## src/hw/mips_mem_pkg.sv

```systemverilog
package mips_mem_pkg;

    typedef logic [31:0] word_t;
    typedef logic [5:0]  opcode_t;
    typedef logic [3:0]  byte_en_t;   // Bit 0 is the lowest byte lane
    typedef logic [1:0]  byte_idx_t;

    typedef enum logic [1:0] {
        TYPE_R         = 2'd0,
        TYPE_MEM_LOAD  = 2'd1,
        TYPE_MEM_STORE = 2'd2,
        TYPE_J         = 2'd3
    } instr_type_t;

    localparam opcode_t OP_LB  = 6'b100000;
    localparam opcode_t OP_LH  = 6'b100001;
    localparam opcode_t OP_LWL = 6'b100010;
    localparam opcode_t OP_LW  = 6'b100011;
    localparam opcode_t OP_LBU = 6'b100100;
    localparam opcode_t OP_LHU = 6'b100101;
    localparam opcode_t OP_LWR = 6'b100110;
    localparam opcode_t OP_SB  = 6'b101000;
    localparam opcode_t OP_SH  = 6'b101001;
    localparam opcode_t OP_SW  = 6'b101011;
    localparam opcode_t OP_LUI = 6'b001111;

    localparam int RAM_WORDS = 256;
    localparam int RAM_AW    = 8;

    typedef logic [RAM_AW-1:0] ram_addr_t;

    // Load state carried across the RAM read cycle
    typedef struct packed {
        opcode_t   op;
        byte_idx_t byte_idx;
        word_t     rt_data;
    } load_ctx_t;

endpackage

```

## src/hw/mips_cpu_memint.sv

```systemverilog
`timescale 1ns/1ps

module mips_cpu_memint import mips_mem_pkg::*; (
    input  word_t       cpu_out,
    input  opcode_t     op,
    input  instr_type_t instr_type,
    output word_t       mem_addr,
    output byte_en_t    byteenable
);

    byte_idx_t byte_idx;
    logic      is_mem;

    assign byte_idx = cpu_out[1:0];
    assign mem_addr = {cpu_out[31:2], 2'b00};   // Word aligned
    assign is_mem   = (instr_type == TYPE_MEM_LOAD) || (instr_type == TYPE_MEM_STORE);

    always_comb begin
        byteenable = 4'b0000;
        if (is_mem) begin
            case (op)
                OP_LB, OP_LBU, OP_SB: begin
                    byteenable = 4'b0001 << byte_idx;
                end
                OP_LH, OP_LHU, OP_SH: begin
                    case (byte_idx)
                        2'd0:    byteenable = 4'b0011;
                        2'd2:    byteenable = 4'b1100;
                        default: byteenable = 4'b0000;   // Odd offset
                    endcase
                end
                OP_LW, OP_SW, OP_LUI: begin
                    byteenable = 4'b1111;
                end
                OP_LWL: begin
                    case (byte_idx)
                        2'd0:    byteenable = 4'b1111;
                        2'd1:    byteenable = 4'b1110;
                        2'd2:    byteenable = 4'b1100;
                        default: byteenable = 4'b1000;
                    endcase
                end
                OP_LWR: begin
                    case (byte_idx)
                        2'd0:    byteenable = 4'b0001;
                        2'd1:    byteenable = 4'b0011;
                        2'd2:    byteenable = 4'b0111;
                        default: byteenable = 4'b1111;
                    endcase
                end
                default: begin
                    byteenable = 4'b0000;
                end
            endcase
        end
        else begin
            byteenable = 4'b1111;   // Non-memory types touch the whole word
        end
    end

endmodule

```

## config.mk

```make
export PLATFORM = sky130hd
export DESIGN_NAME = mips_cpu_memint
export DESIGN_NICKNAME = d
export VERILOG_FILES = /design/src/hw/mips_mem_pkg.sv /design/src/hw/mips_cpu_memint.sv
export SDC_FILE = /design/constraint.sdc
export NUM_CORES = 1
export LEC_CHECK = 0
export BUFFER_PORTS_ARGS = -buffer_cell sky130_fd_sc_hd__buf_2
export CORE_MARGIN = 3
export CORE_UTILIZATION = 27
export DETAILED_ROUTE_END_ITERATION = 6
export PLACE_DENSITY = 0.81
export SYNTH_ARGS = -nofsm -noshare
export SYNTH_HDL_FRONTEND = slang
export SYNTH_SLANG_ARGS = --single-unit
```

## constraint.sdc

```tcl
create_clock -name vclk -period 1.4
set_input_delay 0.42 -clock vclk [all_inputs]
set_output_delay 0.42 -clock vclk [all_outputs]
set_load 0.03 [all_outputs]
```

# Word level (Yosys, flattened, before mapping)

Cells that the tools add are included.

Add/sub/neg operators: 0
Multiply operators: 0
Divide/modulo/power cells: 0
$lt $le $gt $ge: 0
Equality and inequality tests: 15
Shifts and indexed selects: 1
Mux-type cells: 5
Bitwise logic cells: 0
Reduce and logical (&&, ||, !) cells: 5

Operator list:

| cell                                                 | number |
|---|---|
| equality test 6 bit (second input constant)          | 10 |
| one-hot mux 4 bit (5 select lines)                   | 1 |
| one-hot mux 4 bit (3 select lines)                   | 1 |
| one-hot mux 3 bit (3 select lines)                   | 1 |
| OR reduction 3 bit                                   | 3 |
| one-hot mux 4 bit (2 select lines)                   | 1 |
| equality test 6 x 4 -> 1 bit (second input constant) | 1 |
| equality test 2 x 1 -> 1 bit (second input constant) | 2 |
| equality test 2 bit (second input constant)          | 2 |
| two-way mux 4 bit                                    | 1 |
| << shifter 1 x 2 -> 4 bit (first input constant)     | 1 |
| logical NOT 2 bit                                    | 1 |
| logical OR 1 bit                                     | 1 |

Bits in registers: 0
Bits in latches: 0
RAM bits: 0
ROM bits: 0
Input bits: 40
Output and inout port bits: 36
Logic and storage cells: 26
Memories: 0

# Logic depth before layout (Yosys ltp)

Word-level depth: 4
Gate-level depth with buffers: 4
Mapped depth without buffers: 4

# Least setup slack after synthesis

Ideal clock, no wire load.

Path kind: input-to-output
From: input op[4]
To: output byteenable[2]
Arrival: 1.344 ns
Required time: 0.980 ns
Path slack: -0.364 ns
Stages: 2
Buffers on the path: 0
Cells stage by stage: or3b_1 o211ai_1

Longest elaborated chain between the ends: 4
Elaborated cells between the ends (all ways): 16
Those cells by class: 11 x eq/ne; 2 x mux; 3 x reduce/logical

Ends and longest elaborated chain:

| what                                                                | RTL line              | source |
|---|---|---|
| start: declaration                                                  | mips_cpu_memint.sv:5  | `input opcode_t op,` |
| equality test 6 bit or equality test 6 x 4 -> 1 bit (tied branches) | mips_cpu_memint.sv:21 | `case (op)` |
| OR reduction 3 bit                                                  | mips_cpu_memint.sv:21 |  |
| one-hot mux 4 bit (5 select lines) (*)                              | mips_cpu_memint.sv:21 |  |
| two-way mux 4 bit (*)                                               | mips_cpu_memint.sv:20 | `if (is_mem) begin` |
| end: declaration                                                    | mips_cpu_memint.sv:8  | `output byte_en_t byteenable` |

Mark *: on every way between the ends. The rest lies on a longest branch, timed or not.

# Worst setup path in the final report

From: input op[5]
To: output byteenable[0]

The elaborated chain is that of the path after synthesis.

==> out/qor.txt <==
initial core utilization -> 29.8%
Layout fillers -> 166
grt total ovfl -> 0
number of global-route vias before repair -> 339
YS warnings -> 0
CP Class -> input port to output port
Clock Buffer Count -> 0
setup_tns -> -1450 ps
most common cell after layout, fill and taps aside -> buf_4
Post-Route WL -> 1080 µm
FFs & Latches -> 0
failing checks -> negative setup slack
standard-cell row count -> 14
Slowest Stage Delay on Critical Path -> 350 ps
# nets final -> 99
Reg area -> 0 µm²
DR top layer -> met4
Fmax achieved -> 0.562 GHz
largest net degree at the start of global routing -> 9
crit path DAT -> 1360 ps
metal1 wirelength -> 380 µm
Post-DP HPWL -> 818 µm
RSZ-0062 raised after global routing -> yes
CP Cell Sequence -> buf_8, nor4bb_4, a311o_1, a21o_4, buf_6
Iter 0 DRT Violations -> 6
post-layout minimum cycle time -> 1780 ps
Max IR drop VDD -> 0.167 mV
worst-path fanout max -> 5
Core ar. -> 1580 µm²
Final Hold Fails -> 0
post-route worst setup slack -> -378 ps
I/O Pins -> 76
fin crit share -> 127%
Port-buffer cells -> 14
DRT antenna net count -> 0
Final Max Tran Viols -> 0
first-pass GRT wire length -> 1420 µm
area occupied by multi-input gates -> 293 µm²
Total GRT Usage -> 8.22%
GPL Wtd Cong -> 0.839
Pleak -> 0.218 nW
die height -> 47.7 µm
via count -> 366
Hold Crit Class -> input port to output port
most frequent cells in the layout -> buf_4 (9), buf_6 (7), nand2_1 (5)
met3 WL -> 129 µm
syn avg cell area -> 6.90 µm²
met2 WL -> 518 µm
Synth Area in Compound Gates -> 21.9%
fin area -> 504 µm²
Critical Path End Type -> output port
Adder-Cell Fraction of Synth Area -> 0%
hold depth -> 0
Synth Area in Simple Gates -> 24.3%
Layout Area Growth over Synthesis -> 7.47%
First-pass DRT Iterations -> 4
multiplexer share of the synthesized area -> 0%
drt drc -> 0
XOR/XNOR share of the synthesized area -> 1.87%
initial antenna violation count -> 0
final non-filler cell total -> 73
Mapped Cells -> 68
Pwr per Cell Area -> 398 nW/µm²
placed cells -> 73
largest family of logic cells by synthesized area -> buffers and inverters
Final Power -> 0.000200 W
die width -> 47.7 µm
Hold Path Origin -> cpu_out[14]
Crit-path slowest cell -> a311o_1
cell area after placement -> 397 µm²
Post-Synthesis Cell Area -> 469 µm²
Hold Path End -> mem_addr[14]
ant diodes -> 0
final setup violation count -> 4
routed len/inst -> 14.8 µm
count of cell types in the netlist -> 24
Worst setup SP type -> input port
hold slack -> 840 ps
Req. time, crit path -> 980 ps
Seq/Total Area, Yosys -> 0%
share of cells above drive strength 1 -> 52.6%
via-per-instance ratio -> 5.01
Max-cap violations -> 0
full die area -> 2270 µm²
status -> complete, but fails checks
==> metrics by stage <==
| step | setup slack (ps) | util [%] |
|---|---|---|
| 2_1_floorplan | -349 | - |
| 3_3_place_gp | -485 | 25.2 |
| 3_5_place_dp | -474 | 25.2 |
| 4_1_cts | -375 | 30.6 |
| 5_1_grt | -443 | 32.0 |
| 6_report | -378 | 32.0 |
==> kinds of logic after synthesis <==
kind of cell    Yosys count
buf+inv                  32
other cells               1
simple gates             20
compound gates           14
xor+xnor                  1
==> worst max-delay path, delay by kind of cell <==
family / cells / cell delay (ps)
and+or+nand+nor: 1 / 160
buffers and inverters: 2 / 240
AOI/OAI and AO/OA: 2 / 540
==> power by group <==
part	total, W	internal [W]	switching, W
logic	0.000200	0.000102	0.0000985
registers	0	0	0
clock network	0	0	0
total	0.000200	0.000102	0.0000985
==> per-layer routing <==
| layer | vias to the layer above | GRT usage (%) |
|---|---|---|
| met4 | 0 | 5.91 |
| met5 | - | 0 |
| met3 | 12 | 0.376 |
| li1 | 177 | - |
| met1 | 155 | 9.45 |
| met2 | 22 | 14.2 |
==> repair_timing <==
item / CTS / global route
pin swaps: 6 / 3
cloned: 0 / 0
setup endpoints to repair: 4 / 4
setup buffers: 0 / 0
hold buffers: 0 / 0
gates resized for setup: 22 / 6
==> cell usage after synthesis (all sizes together) <==
cell type / n / area (µm²)
a211oi: 2 / 20.0
a21o: 2 / 15.0
a21oi: 3 / 15.0
a2bb2oi: 1 / 8.76
a311o: 1 / 10.0
a31oi: 1 / 6.26
buf: 32 / 240
conb: 1 / 3.75
nand2: 5 / 18.8
nand2b: 3 / 18.8
nand3: 1 / 5.00
nand3b: 1 / 7.51
nor2: 3 / 13.8
nor2b: 3 / 18.8
nor3: 1 / 5.00
nor3b: 1 / 7.51
nor4bb: 1 / 10.0
o211ai: 2 / 15.0
o21ai: 1 / 5.00
o31ai: 1 / 7.51
or3b: 1 / 8.76
xnor2: 1 / 8.76
==> area by class of cell <==
type                       count  share of cell area, %
multi-input combinational     37                   58.1
timing repair buffer          20                   38.0
tap                           16                   3.97
==> how the worst max path moves through the flow <==
stage | from | to | slack [ps]
3_3_place_gp | op[2] | byteenable[1] | -490
4_1_cts | op[5] | byteenable[0] | -370
5_1_grt | op[5] | byteenable[3] | -440
3_5_place_dp | op[2] | byteenable[1] | -470
6_report | op[5] | byteenable[0] | -380
2_1_floorplan | op[4] | byteenable[2] | -350
No activity file was read; power rests on OpenSTA's default activity.
