[config.mk]
export PLATFORM = sky130hd
export DESIGN_NAME = mips_store_align
export DESIGN_NICKNAME = d
export VERILOG_FILES = /design/src/hw/mips_mem_pkg.sv /design/src/hw/mips_store_align.sv
export SDC_FILE = /design/constraint.sdc
export NUM_CORES = 1
export LEC_CHECK = 0
export BUFFER_PORTS_ARGS = -buffer_cell sky130_fd_sc_hd__buf_4
export CORE_MARGIN = 10
export CORE_UTILIZATION = 36
export DETAILED_ROUTE_END_ITERATION = 12
export GPL_TIMING_DRIVEN = 0
export PLACE_DENSITY = 0.9
export SETUP_SLACK_MARGIN = 0.2
export SYNTH_ARGS = -nofsm -noshare
export SYNTH_HDL_FRONTEND = slang
export SYNTH_SLANG_ARGS = --single-unit
[constraint.sdc]
create_clock -name vclk -period 4.2
set_input_delay 0.84 -clock vclk [all_inputs]
set_output_delay 0.84 -clock vclk [all_outputs]
set_load 0.05 [all_outputs]
[src/hw/mips_mem_pkg.sv]
package mips_mem_pkg;

    typedef logic [31:0] word_t;
    typedef logic [5:0]  opcode_t;
    typedef logic [3:0]  byte_en_t;   // Bit 0 is the lowest byte lane
    typedef logic [1:0]  byte_idx_t;

    typedef enum logic [1:0] {
        TYPE_R         = 2'd0,
        TYPE_MEM_LOAD  = 2'd1,
        TYPE_MEM_STORE = 2'd2,
        TYPE_J         = 2'd3
    } instr_type_t;

    localparam opcode_t OP_LB  = 6'b100000;
    localparam opcode_t OP_LH  = 6'b100001;
    localparam opcode_t OP_LWL = 6'b100010;
    localparam opcode_t OP_LW  = 6'b100011;
    localparam opcode_t OP_LBU = 6'b100100;
    localparam opcode_t OP_LHU = 6'b100101;
    localparam opcode_t OP_LWR = 6'b100110;
    localparam opcode_t OP_SB  = 6'b101000;
    localparam opcode_t OP_SH  = 6'b101001;
    localparam opcode_t OP_SW  = 6'b101011;
    localparam opcode_t OP_LUI = 6'b001111;

    localparam int RAM_WORDS = 256;
    localparam int RAM_AW    = 8;

    typedef logic [RAM_AW-1:0] ram_addr_t;

    // Load state carried across the RAM read cycle
    typedef struct packed {
        opcode_t   op;
        byte_idx_t byte_idx;
        word_t     rt_data;
    } load_ctx_t;

endpackage

[src/hw/mips_store_align.sv]
`timescale 1ns/1ps

module mips_store_align import mips_mem_pkg::*; (
    input  opcode_t op,
    input  word_t   rt_data,
    output word_t   wr_data
);

    // Byte enables pick the lane out of the replicated data
    always_comb begin
        case (op)
            OP_SB: begin
                wr_data = {4{rt_data[7:0]}};
            end
            OP_SH: begin
                wr_data = {2{rt_data[15:0]}};
            end
            OP_SW: begin
                wr_data = rt_data;
            end
            default: begin
                wr_data = rt_data;
            end
        endcase
    end

endmodule

== Word level (Yosys, flattened, before mapping) ==
Cells that the tools add are included.

* Register bits: 0
* Word-level logic and storage cells: 3

* Muxes and demuxes: 1
* Equality and inequality tests: 2

{| class="wikitable"
|+ Operator list
! operator !! count
|-
| one-hot mux 32 bit (2 select lines) || 1
|-
| equality test 6 bit, second input constant || 2
|}

== Depth between registers and ports, before layout ==
Gate-level depths: netlist (run 1).

* Depth in word-level cells: 2
* Gate-level depth with buffers: 5
* Gate-level depth less buffers: 3

== Least setup slack after synthesis (run 1) ==
Ideal clock, no wire load.

* Path type: input to output
* From: input op[1]
* To: output wr_data[16]
* Slack: 1.566 ns
* Path buffers: 2
* Stages on the path: 5
* Arrival time: 1.794 ns
* Cell sequence: nor2_1 -> and3_1 -> buf_6 -> buf_12 -> mux2_4

* Cells in the longest elaborated chain, start to end: 2
* Elaborated cells on any way between the ends: 3
* Classes of those cells: 2 x eq/ne; 1 x mux

{| class="wikitable"
|+ Ends and longest elaborated chain
! item !! RTL line !! text
|-
| start, declared || mips_store_align.sv:4 || <nowiki>input opcode_t op,</nowiki>
|-
| equality test 6 bit || mips_store_align.sv:11 || <nowiki>case (op)</nowiki>
|-
| one-hot mux 32 bit (2 select lines) (*) || mips_store_align.sv:11 ||
|-
| end, declared || mips_store_align.sv:6 || <nowiki>output word_t wr_data</nowiki>
|}

Every way passes the cells marked *; elsewhere a longest branch is shown, timed or not.

== Worst setup path after layout (run 1) ==
* From: input op[1]
* To: output wr_data[28]

Same word-level chain as after synthesis.

==> impl_metrics.toml, run 1 <==
[outcome]
status = "finished, final reports clean"

[worst_setup_path]
cpPeakStageDelay_ns = 0.30
critical_path.startpoint_type = "input pin"
cp-end-kind = "output port"
crit_family = "buffers and inverters"
crit_required_ns = 3.36
crit_chain = "buf_4 > nor2_1 > and3_1 > buf_6 > buf_12 > mux2_4 > buf_4"
cp_common_cell = "buf_4"
path_buf_inv = 4
cp.arrival_ns = 2.08
cp_slowest_cell = "mux2_4"
crit_fanout = 10
critical_path_class = "input pin to output port"

[synthesis]
synth.area.top_cells = "mux2_2 46%, mux2_4 28%, buf_4 11%, buf_6 4.2%, buf_12 3.7%"
ys_types = 9
avgSynthCellArea_um2 = 11.5
ys_seq_area_share_pct = 0
syn_inst = 47
ys_warn_count = 0
synth.top_cell.area_share_pct = 45.9
synth_top_area_cell = "mux2_2"
syn-num-nets = 85
syn_area_um2 = 539

[timing]
fmax_mhz = 343
timing.final.crit_share_pct = 69.4
drv_slew = 0
slew_headroom_pct = 79.2
fin_tns_setup_ns = 0
finalSetupViolCount = 0
rsz0062_at_grt = "no"
hold_violations = 0
worstMarginPinSlew_ns = 0.311
finalCriticalPeriod_ns = 2.92

[floorplan]
die_area_mm2 = 0.00345
chipHeight_um = 58.7
ios = 70
num_rows = 13
start_util_pct = 39.9
die_w_um = 58.7
core_mm2 = 0.00135

[placement]
dp_cells = 131
routabilityCongestion = 0.765
port_buffers = 69

[flow_run]
maxCapViolations = 0

[cells_and_area]
area_delta_synth_final_pct = 99.5
flops_and_latches = 0
n_fill_cell = 106
drive_gt1_share_pct = 98.3
seqCellArea_um2 = 0
final_common_cell = "buf_4"
n_clock_buffer = 0
fin_util_pct = 79.7
stdcell_count = 131
n_antenna_cell = 0
final_cell_mix = "77 x buf_4, 22 x mux2_2, 10 x mux2_4, 2 x buf_6"
fin_nets = 156

[global_route]
grt_max_degree = 11
grt.overflow.total = 0
antenna_found_initial = 0
grt.total_usage_pct = 13.6
grt_pass1_wl_mm = 3.73
first_global_vias = 698

[power]
p_per_area_mw_per_mm2 = 150
p_leak_uw = 0.000575
ir_drop_mv = 0.0973

[route]
drc_errors = 0
postRouteWirelength_mm = 2.50
avgViaCountPerCell = 4.74
final_antenna_net_count = 0
drt_first_iter_violations = 5
first_pass_iters = 2
post_drt_wl_per_cell_um = 19.1
vias = 621

[clocking]
ctsHoldBuffers = 0
cts_setup_buffers = 0
cts_resized = 0

[worst_hold_path]
holdCritPathClass = "input pin to output port"
[cells by family (layout without fill, tap and decap cells)]
| family | after synthesis | in the layout | share of synthesized area [%] |
|---|---|---|---|
| muxes | 32 | 32 | 73.8 |
| and+or+nand+nor | 4 | 4 | 7.19 |
| buffers and inverters | 11 | 80 | 19.0 |
[final timing paths]
| kind | slack, ns | startpoint | endpoint | cells after the start |
|---|---|---|---|---|
| setup / recovery | 1.28 | op[1] | wr_data[28] | 7 |
| hold / removal | 2.05 | rt_data[0] | wr_data[0] | 3 |
[synth_stat cells, drive strengths merged]
cell / instances
nor2b: 1
and3: 1
buf: 11
mux2: 32
nand4b: 1
nor2: 1
[report_power, final]
| group | total (uW) | internal [uW] | switching [uW] | leakage [uW] |
|---|---|---|---|---|
| clock network | 0 | 0 | 0 | 0 |
| registers | 0 | 0 | 0 | 0 |
| logic | 161 | 70.9 | 90.6 | 0.000575 |
[stage by stage]
step / power [uW] / area [um2] / setup slack [ns] / hold slack [ns]
floorplan: 102 / 539 / 1.57 / 1.85
global placement: 160 / 1080 / 1.30 / 2.05
detailed placement: 163 / 1080 / 1.27 / 2.05
CTS: 163 / 1080 / 1.27 / 2.05
global route: 169 / 1080 / 1.22 / 2.06
finish: 161 / 1080 / 1.28 / 2.05
[layout make-up]
class / count / area [um2] / share of cell area, %
Buffer: 11 / 103 / 9.53
Timing Repair Buffer: 69 / 518 / 48.1
Multi-Input combinational cell: 36 / 437 / 40.6
Tap cell: 15 / 18.8 / 1.74
[routing by layer]
metal / GRT usage, % / wire (um) / up-vias
li1: - / - / 307
met1: 10.6 / 723 / 280
met2: 30.8 / 1510 / 32
met3: 4.51 / 236 / 2
met4: 1.64 / 34 / 0
met5: 0 / 0 / -
[worst min-delay path, cell delays in order]
cell	delay [ns]
buf_4	0.09
buf_4	0.09
buf_4	0.18
(Power assumes the default switching activity.)
==> run 2, diff against run 1 <==
Settings changed: CORE_UTILIZATION 36 to 30, PLACE_DENSITY 0.9 to 0.8.
Clock period 4.2 ns to 2.5 ns, I/O delays scaled along.
==> run 2 against run 1 <==
Net effect: design area grew 1.2%; sequential share of layout area is the same; sequential cell count is the same; routed wire length shrank 11%; global-route usage shrank 3.4 points; first-iteration DRC count grew to 2.6 times the previous value; critical path type unchanged; critical endpoint is now wr_data[31].
==> impl_metrics.toml, run 2 (synthesis gave the netlist of run 1 again) <==
[timing]
finalSetupViolCount = 0
drv_slew = 0
hold_violations = 0
finalCriticalPeriod_ns = 2.24
rsz0062_at_grt = "no"
worstMarginPinSlew_ns = 0.314
whs_ns = 1.37
slew_headroom_pct = 79.0
fin_tns_setup_ns = 0
timing.final.crit_share_pct = 89.5
fmax_mhz = 447
fin_ws_ns = 0.264

[global_route]
grt.overflow.total = 0
first_global_vias = 678
grt.total_usage_pct = 10.3
busiest_layer = "met2"
grt_max_degree = 11
grt_use_met2_pct = 19.2
met3_usage_pct = 4.12
grt_pass1_wl_mm = 3.42
antenna_found_initial = 0
met1_usage_pct = 11.1

[cells_and_area]
final_common_cell = "buf_4"
seqCellArea_um2 = 0
n_antenna_cell = 0
fin_nets = 156
area_delta_synth_final_pct = 102
n_fill_cell = 160
n_clock_buffer = 0
flops_and_latches = 0
final_cell_mix = "77 x buf_4, 22 x mux2_2, 10 x mux2_4, 2 x buf_6"
drive_gt1_share_pct = 98.3

[worst_setup_path]
cp.depth = 7
worstSetupEndpoint = "wr_data[31]"
path_buf_inv = 4
startpoint = "op[1]"
crit_chain = "buf_4 > nor2_1 > and3_1 > buf_6 > buf_12 > mux2_4 > buf_4"
crit_family = "buffers and inverters"
cpPeakStageDelay_ns = 0.30
cp_slowest_cell = "mux2_4"
cp.arrival_ns = 1.74
crit_fanout = 10
crit_required_ns = 2.00
critical_path.startpoint_type = "input pin"
critical_path_class = "input pin to output port"
cp-end-kind = "output port"
cp_common_cell = "buf_4"

[route]
drc_errors = 0
post_drt_wl_per_cell_um = 15.8
first_pass_iters = 2
postRouteWirelength_mm = 2.23
avgViaCountPerCell = 4.45
drt_first_iter_violations = 13
vias = 628
final_antenna_net_count = 0

[clocking]
ctsHoldBuffers = 0
cts_resized = 0
cts_setup_buffers = 0

[placement]
routabilityCongestion = 0.641
place_ws_ns = 0.261
dp_hpwl_mm = 1.99
port_buffers = 69

[power]
p_per_area_mw_per_mm2 = 247
p_leak_uw = 0.000575
ir_drop_mv = 0.132

[floorplan]
ios = 70
die_area_mm2 = 0.00389
chipHeight_um = 62.4
die_w_um = 62.4
core_mm2 = 0.00171
num_rows = 15
start_util_pct = 31.6

[outcome]
status = "finished, final reports clean"

[worst_hold_path]
holdCritPathClass = "input pin to output port"

[flow_run]
maxCapViolations = 0
==> run 2: layout make-up <==
class                      instances  area, um2  share of cell area, %
multi-input combinational         36        437                   40.1
tap                               25       31.3                   2.87
buffer                            11        103                   9.43
timing repair buffer              69        518                   47.6
==> run 2: worst min-delay path by stage <==
stage	to	depth (start not counted)	from
6_report	wr_data[2]	3	rt_data[2]
3_3_place_gp	wr_data[6]	3	rt_data[6]
2_1_floorplan	wr_data[0]	1	rt_data[0]
5_1_grt	wr_data[0]	3	rt_data[0]
3_5_place_dp	wr_data[6]	3	rt_data[6]
4_1_cts	wr_data[6]	3	rt_data[6]
==> run 2: stage by stage <==
step | util (%) | power, uW | instance area (um2) | instances
after global routing | 63.7 | 282 | 1090 | 141
after CTS | 63.7 | 272 | 1090 | 141
final | 63.7 | 269 | 1090 | 141
after floorplan | - | 171 | 539 | 47
after detailed placement | 63.7 | 272 | 1090 | 141
after global placement | 63.7 | 268 | 1090 | 141
==> run 2: where the power goes <==
part / internal [uW] / total [uW] / switching (uW)
Sequential: 0 / 0 / 0
Clock: 0 / 0 / 0
Combinational: 119 / 269 / 150
Total: 119 / 269 / 150
==> run 2: per-layer routing <==
| metal | share of wire, % | vias up |
|---|---|---|
| met5 | 0 | - |
| met4 | 0 | 0 |
| met3 | 10 | 0 |
| met2 | 52 | 39 |
| met1 | 38 | 283 |
| li1 | - | 306 |
