File: src/hw/mips_mem_pkg.sv
package mips_mem_pkg;

    typedef logic [31:0] word_t;
    typedef logic [5:0]  opcode_t;
    typedef logic [3:0]  byte_en_t;   // Bit 0 is the lowest byte lane
    typedef logic [1:0]  byte_idx_t;

    typedef enum logic [1:0] {
        TYPE_R         = 2'd0,
        TYPE_MEM_LOAD  = 2'd1,
        TYPE_MEM_STORE = 2'd2,
        TYPE_J         = 2'd3
    } instr_type_t;

    localparam opcode_t OP_LB  = 6'b100000;
    localparam opcode_t OP_LH  = 6'b100001;
    localparam opcode_t OP_LWL = 6'b100010;
    localparam opcode_t OP_LW  = 6'b100011;
    localparam opcode_t OP_LBU = 6'b100100;
    localparam opcode_t OP_LHU = 6'b100101;
    localparam opcode_t OP_LWR = 6'b100110;
    localparam opcode_t OP_SB  = 6'b101000;
    localparam opcode_t OP_SH  = 6'b101001;
    localparam opcode_t OP_SW  = 6'b101011;
    localparam opcode_t OP_LUI = 6'b001111;

    localparam int RAM_WORDS = 256;
    localparam int RAM_AW    = 8;

    typedef logic [RAM_AW-1:0] ram_addr_t;

    // Load state carried across the RAM read cycle
    typedef struct packed {
        opcode_t   op;
        byte_idx_t byte_idx;
        word_t     rt_data;
    } load_ctx_t;

endpackage

File: src/hw/mips_load_extract.sv
`timescale 1ns/1ps

module mips_load_extract import mips_mem_pkg::*; (
    input  load_ctx_t ctx,
    input  word_t     rdata,
    output word_t     result
);

    logic [4:0]  lane_sh;
    logic [4:0]  lwl_sh;
    word_t       lane_word;
    logic [7:0]  sel_byte;
    logic [15:0] sel_half;
    word_t       lwl_keep;
    word_t       lwr_keep;

    assign lane_sh   = {ctx.byte_idx, 3'b000};
    assign lwl_sh    = {~ctx.byte_idx, 3'b000};   // 8 * (3 - byte_idx)
    assign lane_word = rdata >> lane_sh;
    assign sel_byte  = lane_word[7:0];
    assign sel_half  = ctx.byte_idx[1] ? rdata[31:16] : rdata[15:0];

    // Register bytes that survive the partial word loads
    assign lwl_keep = ~(32'hffff_ffff << lwl_sh);
    assign lwr_keep = ~(32'hffff_ffff >> lane_sh);

    always_comb begin
        case (ctx.op)
            OP_LB: begin
                result = {{24{sel_byte[7]}}, sel_byte};
            end
            OP_LBU: begin
                result = {24'd0, sel_byte};
            end
            OP_LH: begin
                result = {{16{sel_half[15]}}, sel_half};
            end
            OP_LHU: begin
                result = {16'd0, sel_half};
            end
            OP_LW: begin
                result = rdata;
            end
            OP_LWL: begin
                result = (rdata << lwl_sh) | (ctx.rt_data & lwl_keep);
            end
            OP_LWR: begin
                result = (rdata >> lane_sh) | (ctx.rt_data & lwr_keep);
            end
            default: begin
                result = '0;
            end
        endcase
    end

endmodule

File: config.mk
export PLATFORM = sky130hd
export DESIGN_NAME = mips_load_extract
export DESIGN_NICKNAME = d
export VERILOG_FILES = /design/src/hw/mips_mem_pkg.sv /design/src/hw/mips_load_extract.sv
export SDC_FILE = /design/constraint.sdc
export NUM_CORES = 1
export LEC_CHECK = 0
export BUFFER_PORTS_ARGS = -buffer_cell sky130_fd_sc_hd__buf_2
export CAP_MARGIN = 20
export CORE_ASPECT_RATIO = 0.75
export CORE_MARGIN = 4
export CORE_UTILIZATION = 45
export DETAILED_ROUTE_END_ITERATION = 10
export PLACE_DENSITY = 0.87
export SETUP_SLACK_MARGIN = 0.1
export SLEW_MARGIN = 40
export SYNTH_ARGS = -nofsm -noshare
export SYNTH_HDL_FRONTEND = slang
export SYNTH_SLANG_ARGS = --single-unit
File: constraint.sdc
create_clock -name vclk -period 1.9
set_input_delay 0.095 -clock vclk [all_inputs]
set_output_delay 0.095 -clock vclk [all_outputs]
set_load 0.1 [all_outputs]
Word-level counts from Yosys, hierarchy flattened
Cells that the tools add are included.
{"block": "op_classes", "shift": 4, "mux": 2, "n_bitwise": 7, "n_eq_ne": 7}
{"op": "32-bit one-hot mux with 7 select lines", "n": 1}
{"op": "32-bit bitwise AND", "n": 2}
{"op": "32-bit NOT", "n": 2}
{"op": "32-bit OR", "n": 2}
{"op": "6-bit == test (second input constant)", "n": 7}
{"op": "32-bit by 5-bit << shifter with 32-bit output", "n": 1}
{"op": "32-bit by 5-bit << shifter with 32-bit output (first input constant)", "n": 1}
{"op": "32-bit by 5-bit right shift with 32-bit output", "n": 1}
{"op": "32-bit by 5-bit right shift with 32-bit output (first input constant)", "n": 1}
{"op": "16-bit two-way mux", "n": 1}
{"op": "2-bit NOT", "n": 1}
{"block": "totals", "register_bits": 0, "inputBits": 72, "output_inout_bits": 32, "wordCells": 20}

Logic depth before layout (Yosys ltp)
Gate-level depths: netlist of the first run.
{"block": "depth", "word_depth": 6, "mapped_depth": 7, "depth_no_buf": 4}

Least setup slack after synthesis of the first run
OpenSTA, ideal clock, no wires.
{"block": "synth_timing", "path_type": "input -> output", "from": "input port ctx[37] (netlist bit)", "to": "output port result[24]", "path_buffers": 2, "slack_ns": -0.779, "arrival_ns": 2.584, "stages": 5, "required_time_ns": 1.805, "cell_sequence": "or3b_1 > buf_2 > or2_1 > clkbuf_1 > o221ai_1"}
{"block": "synth_between", "elab_chain_cells": 2, "word_cells_on_any_way": 8, "cone_classes": "7 x eq/ne; 1 x mux"}
{"element": "start: declaration", "line": "mips_load_extract.sv:4", "text": "input load_ctx_t ctx,"}
{"element": "6-bit == test", "line": "mips_load_extract.sv:28", "text": "case (ctx.op)"}
{"element": "32-bit one-hot mux with 7 select lines (*)", "line": "mips_load_extract.sv:28"}
{"element": "end: declaration", "line": "mips_load_extract.sv:6", "text": "output word_t result"}
Mark *: on every way between the ends. The rest lies on a longest branch, timed or not.

Worst setup path after layout of the first run
{"block": "layout_timing", "from": "input port ctx[33] (netlist bit)", "to": "output port result[26]"}
{"block": "layout_between", "elab_chain_cells": 6, "word_cells_on_any_way": 13, "cone_classes": "4 x shift; 2 x mux; 7 x bitwise"}
{"element": "2-bit NOT", "line": "mips_load_extract.sv:18", "text": "assign lwl_sh = {~ctx.byte_idx, 3'b000};"}
{"element": "32-bit by 5-bit << shifter with 32-bit output", "line": "mips_load_extract.sv:24", "text": "assign lwl_keep = ~(32'hffff_ffff << lwl_sh);"}
{"element": "32-bit NOT", "line": "mips_load_extract.sv:24"}
{"element": "32-bit bitwise AND", "line": "mips_load_extract.sv:45", "text": "result = (rdata << lwl_sh) | (ctx.rt_data & lwl_keep);"}
{"element": "32-bit OR", "line": "mips_load_extract.sv:45"}
{"element": "32-bit one-hot mux with 7 select lines (*)", "line": "mips_load_extract.sv:28"}
Marked as above.

==> impl_metrics.toml, run 1 <==
[logic_synthesis]
syn_area_sq_mm = 0.00201
synth_cells = 280
synth_nets = 352
synth-xor-area-share_pct = 0
synth_compound_area_share_pct = 34.9
yosysUniqueCellTypes = 42
synth_top_family_by_area = "compound AO/OA/AOI/OAI gates"
synth_fa_ha_area_share_pct = 0
avgSynthCellArea_sq_um = 7.19
seq_area_frac_synth_pct = 0
yosysWarnings = 0
synth.mux.area_fraction_pct = 30.8
yosys.area_share.simple_pct = 25.7

[global_route]
grt_max_degree = 32
gr-usage-met2_pct = 51.2
grt_pass1_vias = 2814
antenna_found_initial = 0
met3_usage_pct = 5.48
grt_pass1_wl_um = 13800
grt_busiest_layer = "met2"
grt-ovfl-total = 0
met1_usage_pct = 38.3
grt_usage_pct = 30.1

[power_and_ir_drop]
p_leak_nw = 1.47
power_uw = 780
p_per_area_mw_per_mm2 = 230
irDropWorstVdd_mv = 0.157

[timing]
fin_setup_tns_ns = 0
fmax_mhz = 529
slew_violations = 0
timing.final.hold_violations = 0
worst_slew_pin_slew_ns = 0.483
fin_crit_ns = 1.89
rsz0062_at_grt = "yes"
fin_crit_sh_pct = 99.6
maxSlewHeadroom_pct = 67.4
setup_slack_ns = 0.00854
setup_violations = 0

[routing]
viasPerCell = 6.70
drt_wl_total_um = 9080
num_vias = 2982
antenna_left = 0
wl_per_cell_um = 20.4
drcViolationCount = 0
drtIter0Drc = 393
dr.pass1.iters = 5

[placed_design]
pre_cts_slack_ns = -0.00783
io_buffers = 104
gp_congestion = 0.896
hpwl_um = 6760
placed_cells = 444

[cts]
ctsHoldBuffers = 0

[floorplanning]
die_y_um = 65.9
core_sq_mm = 0.00418
die_x_um = 85.3
rows = 20
die_area_sq_mm = 0.00562
start_util_pct = 48.2
ioPinCount = 104

[critical_path]
cp_data_arrival_time_ns = 1.80
critPathKind = "in -> out"
cp_max_fo = 18
end_kind = "output pin"
required_ns = 1.80
cp-start-kind = "input pin"

[final_layout]
fillCellCount = 256
final_cells = 445
diodes = 0
layout_commonest_cell = "buf_2"
fin_util_pct = 81.0
clkbuf_count = 0
drive_gt1_share_pct = 44.9
final_nets = 464
seq_area_sq_um = 0
final_cell_mix = "buf_2, buf_12, mux2i_1, o211ai_1, buf_4"
syn_to_final_growth_pct = 68.1
n_sequential_cell = 0

[min_path]
hold_depth = 4
hold_path.class = "in -> out"

[outcome]
status = "complete, no violations"

[job]
cap_violations = 0
[synth_stat cells, drive strengths merged (3+ instances only)]
| library cell | n | area (sq um) |
|---|---|---|
| mux2i | 32 | 320 |
| o211ai | 32 | 240 |
| nand2 | 25 | 93.8 |
| a22oi | 20 | 150 |
| nor2 | 20 | 80.1 |
| a21oi | 19 | 95.1 |
| nor2b | 18 | 113 |
| buf | 17 | 105 |
| nand3 | 15 | 75.1 |
| clkbuf | 11 | 41.3 |
| mux4 | 11 | 267 |
| o21ai | 10 | 50.0 |
| nor3 | 9 | 55.1 |
| inv | 7 | 26.3 |
| a31oi | 5 | 31.3 |
| mux2 | 3 | 33.8 |
| nand2b | 3 | 18.8 |
| o221ai | 3 | 26.3 |
[power by group]
part           internal, mW  switching [mW]
combinational         0.321           0.459
clock                     0               0
sequential                0               0
[critical path, cell delays in order]
cell and delay [ns]:
clkbuf_4 0.19, buf_12 0.18, nor4b_1 0.47, o211a_1 0.40, a22oi_1 0.16, nand3_2 0.12
buf_12 0.18
[per-stage QoR]
stage | area (sq um) | hold slack, ns
floorplan | 2140 | 0.599
finish | 3390 | 0.576
CTS | 3330 | 0.577
global placement | 3330 | 0.568
global route | 3390 | 0.607
detailed placement | 3330 | 0.576
[kinds of logic (layout without fill, tap and decap cells)]
kind of cell	after synthesis	in the layout
AND/OR/NAND/NOR	100	100
AO/OA/AOI/OAI	99	99
multiplexers	46	46
buffers and inverters	35	145
[routing by layer]
metal | share of wire, % | wire length, um | vias up
met4 | 2.9 | 263 | 0
met3 | 11 | 1040 | 32
li1 | - | - | 1319
met1 | 39 | 3520 | 1391
met5 | 0 | 0 | -
met2 | 47 | 4260 | 240
[timing repair]
item / CTS / global route
buffers inserted: 0 / 1
setup endpoints to repair: 17 / 11
pin swaps: 1 / 7
endpoints found under the hold margin: 0 / 0
resized for setup: 2 / 13
[cell type report]
type / instances / area (sq um) / area share (%)
multi-input cells: 245 / 1940 / 57.4
inverters: 7 / 26.3 / 0.776
repair buffers: 138 / 1350 / 39.8
well taps: 55 / 68.8 / 2.03
[worst paths after layout]
| kind | start | end | slack [ns] |
|---|---|---|---|
| hold / removal | ctx[29] | result[29] | 0.58 |
| setup / recovery | ctx[33] | result[26] | 0.009 |
Power figures use the tool's default switching activity.
==> inputs of run 2 (changes only) <==
--- a/config.mk
+++ b/config.mk
@@ -9,9 +9,9 @@
 export CAP_MARGIN = 20
 export CORE_ASPECT_RATIO = 0.75
 export CORE_MARGIN = 4
-export CORE_UTILIZATION = 45
+export CORE_UTILIZATION = 30
 export DETAILED_ROUTE_END_ITERATION = 10
-export PLACE_DENSITY = 0.87
+export PLACE_DENSITY = 0.64
 export SETUP_SLACK_MARGIN = 0.1
 export SLEW_MARGIN = 40
 export SYNTH_ARGS = -nofsm -noshare
==> impl_metrics.toml, run 2 (synthesis results as in run 1) <==
[floorplanning]
start_util_pct = 31.4
die_area_sq_mm = 0.00810
die_x_um = 103
die_y_um = 79.0
ioPinCount = 104
core_sq_mm = 0.00641
rows = 25

[placed_design]
pre_cts_slack_ns = -0.0282
placed_cells = 473
io_buffers = 104
placed_area_sq_mm = 0.00337
gp_congestion = 0.915
hpwl_um = 7080

[routing]
drcViolationCount = 0
wl_per_cell_um = 19.1
drtIter0Drc = 278
drt_wl_total_um = 9060
viasPerCell = 6.03
antenna_left = 0
dr.pass1.iters = 5
num_vias = 2864

[critical_path]
end_kind = "output pin"
cp_data_arrival_time_ns = 1.64
required_ns = 1.80
cp_max_fo = 6
cp-start-kind = "input pin"
critPathKind = "in -> out"

[timing]
fin_crit_ns = 1.74
hold_ws_ns = 0.570
rsz0062_at_grt = "yes"
setup_slack_ns = 0.162
setup_violations = 0
slew_violations = 0
fin_setup_tns_ns = 0
fin_crit_sh_pct = 91.5
fmax_mhz = 575
maxSlewHeadroom_pct = 70.0
worst_slew_pin_slew_ns = 0.451
timing.final.hold_violations = 0

[global_route]
antenna_found_initial = 0
grt_pass1_wl_um = 13600
grt_usage_pct = 20.8
grt_max_degree = 34
grt-ovfl-total = 0
grt_pass1_vias = 2607

[power_and_ir_drop]
p_leak_nw = 1.51
combPwrFrac_pct = 100.0
irDropWorstVdd_mv = 0.104
p_seq_share_pct = 0
power_uw = 777
p_per_area_mw_per_mm2 = 225
pwr-share-clk_pct = 0
switching_share_pct = 58.1
p_sw_uw = 451
p_int_uw = 326

[final_layout]
fin_area_sq_mm = 0.00345
layout_commonest_cell = "buf_2"
drive_gt1_share_pct = 44.9
final_cell_mix = "buf_2, buf_12, o211ai_1"
fillCellCount = 579
diodes = 0
multi_input_area_sq_mm = 0.00195
n_sequential_cell = 0
syn_to_final_growth_pct = 71.3
final_cells = 475
fin_util_pct = 53.8
final_nets = 468
clkbuf_count = 0
seq_area_sq_um = 0

[outcome]
status = "complete, no violations"

[min_path]
hold_path.class = "in -> out"

[job]
cap_violations = 0
[run 2: cell type report]
| class | count | area share [%] |
|---|---|---|
| multi-input cells | 245 | 56.4 |
| well taps | 81 | 2.94 |
| repair buffers | 142 | 39.9 |
| inverters | 7 | 0.761 |
[run 2: path summary, 6_finish.rpt]
path,endpoint,slack [ns],start,cells after the start
worst max-delay path,result[14],0.16,ctx[38],8
worst min-delay path,result[30],0.57,ctx[30],4
[run 2: critical path: stages]
cell,delay (ns)
buf_8,0.10
or3b_4,0.42
buf_6,0.15
nor3_4,0.20
buf_6,0.17
o211ai_1,0.09
o211ai_1,0.15
clkbuf_16,0.26
[run 2: metal layers]
layer  up-vias  wire, um  track usage [%]
li1       1335         -                -
met1      1322      3780             31.5
met2       196      4020             31.8
met3        11      1160             2.02
met4         0       107             3.67
met5         -         0                0
[run 2: repair_timing]
| item | in CTS | in global routing |
|---|---|---|
| endpoints found under the setup margin | 20 | 13 |
| buffers inserted | 0 | 1 |
| cloned | 1 | 0 |
| hold buffers | 0 | 0 |
| pin swaps | 3 | 1 |
| gates resized for setup | 6 | 13 |
[run 2: power groups by stage]
| stage | clock network [mW] | registers [mW] | logic (mW) |
|---|---|---|---|
| 2_1_floorplan | 0 | 0 | 0.458 |
| 3_3_place_gp | 0 | 0 | 0.743 |
| 3_5_place_dp | 0 | 0 | 0.752 |
| 4_1_cts | 0 | 0 | 0.759 |
| 5_1_grt | 0 | 0 | 0.818 |
| 6_report | 0 | 0 | 0.777 |
==> inputs of run 3 (changes only) <==
--- a/config.mk
+++ b/config.mk
@@ -7,7 +7,6 @@
 export LEC_CHECK = 0
 export BUFFER_PORTS_ARGS = -buffer_cell sky130_fd_sc_hd__buf_2
 export CAP_MARGIN = 20
-export CORE_ASPECT_RATIO = 0.75
 export CORE_MARGIN = 4
 export CORE_UTILIZATION = 30
 export DETAILED_ROUTE_END_ITERATION = 10
==> impl_metrics.toml, run 3 (synthesis results as in run 1) <==
[outcome]
status = "complete, no violations"

[floorplanning]
ioPinCount = 104
die_area_sq_mm = 0.00809
rows = 29
die_x_um = 89.9
core_sq_mm = 0.00642
start_util_pct = 31.4
die_y_um = 89.9

[routing]
antenna_left = 0
drt_wl_total_um = 8760
dr.pass1.iters = 5
wl_per_cell_um = 18.3
drcViolationCount = 0
num_vias = 2794
drtIter0Drc = 306
viasPerCell = 5.82

[timing]
timing.final.hold_violations = 0
fin_crit_sh_pct = 93.4
slew_violations = 0
worst_slew_pin_slew_ns = 0.492
hold_ws_ns = 0.568
rsz0062_at_grt = "yes"
fin_crit_ns = 1.77
setup_violations = 0
fmax_mhz = 564
maxSlewHeadroom_pct = 67.4

[min_path]
hold_path.class = "in -> out"
worst_hold_path.endpoint = "result[29]"
hold_depth = 4
worstHoldStart = "ctx[29]"

[final_layout]
final_cell_mix = "buf_2, buf_4, buf_12"
seq_area_sq_um = 0
fillCellCount = 590
syn_to_final_growth_pct = 75.5
drive_gt1_share_pct = 46.4
n_sequential_cell = 0
fin_util_pct = 55.0
clkbuf_count = 0
diodes = 0
layout_commonest_cell = "buf_2"
final_nets = 477

[critical_path]
cp_max_fo = 29
critPathKind = "in -> out"
required_ns = 1.80
cp_data_arrival_time_ns = 1.68
end_kind = "output pin"
cp-start-kind = "input pin"

[global_route]
grt_pass1_vias = 2778
grt_usage_pct = 20.4
antenna_found_initial = 0
grt-ovfl-total = 0
grt_max_degree = 30
grt_pass1_wl_um = 14100

[power_and_ir_drop]
irDropWorstVdd_mv = 0.107
p_leak_nw = 1.54
p_per_area_mw_per_mm2 = 222

[placed_design]
hpwl_um = 6790
io_buffers = 104
gp_congestion = 0.958

[job]
cap_violations = 0

[cts]
ctsHoldBuffers = 0
## run 3: metrics by stage
stage,worst slack [ns],power [mW],area (sq um),setup TNS (ns),instances
3_5_place_dp,0.0586,0.750,3410,0,477
4_1_cts,0.0985,0.754,3420,0,477
2_1_floorplan,-0.641,0.458,2140,-11.29,280
5_1_grt,0.0867,0.835,3530,0,480
3_3_place_gp,0.0891,0.740,3410,0,477
6_report,0.126,0.784,3530,0,480
## run 3: how the worst max path moves through the flow
stage	startpoint	endpoint	slack [ns]	cells past startpoint
2_1_floorplan	ctx[38]	result[16]	-0.64	5
3_3_place_gp	ctx[37]	result[2]	0.09	8
3_5_place_dp	ctx[38]	result[12]	0.06	8
4_1_cts	ctx[33]	result[1]	0.1	7
5_1_grt	ctx[32]	result[1]	0.09	7
6_report	ctx[32]	result[1]	0.13	7
## run 3: worst max-delay path: stages
cell and delay, ns:
clkbuf_4 0.18, buf_12 0.19, a21oi_1 0.27, mux2_2 0.37
a22oi_1 0.19, o21ai_2 0.07, buf_2 0.29
## run 3: cell type report
class	instances	area [sq um]	share of cell area [%]
Timing Repair Buffer	151	1470	41.5
Tap cell	77	96.3	2.73
Multi-Input combinational cell	245	1940	55.0
Inverter	7	26.3	0.743
## run 3: per-layer routing
metal	track usage [%]	routed length, um	vias up
met5	0	0	-
met4	2.55	142	0
met3	2.00	663	18
met2	36.0	4270	140
met1	27.8	3690	1285
li1	-	-	1351
## run 3: repair_timing
item                                    CTS  global route
setup buffers                             0             1
endpoints found under the hold margin     0             0
cloned                                    0             2
endpoints found under the setup margin    8            29
gates resized for setup                   2            18
pin swaps                                 0             6
## run 3: where the power goes
group	total, mW	switching (mW)	leakage, nW	internal, mW
Clock	0	0	0	0
Sequential	0	0	0	0
Combinational	0.784	0.448	1.54	0.336
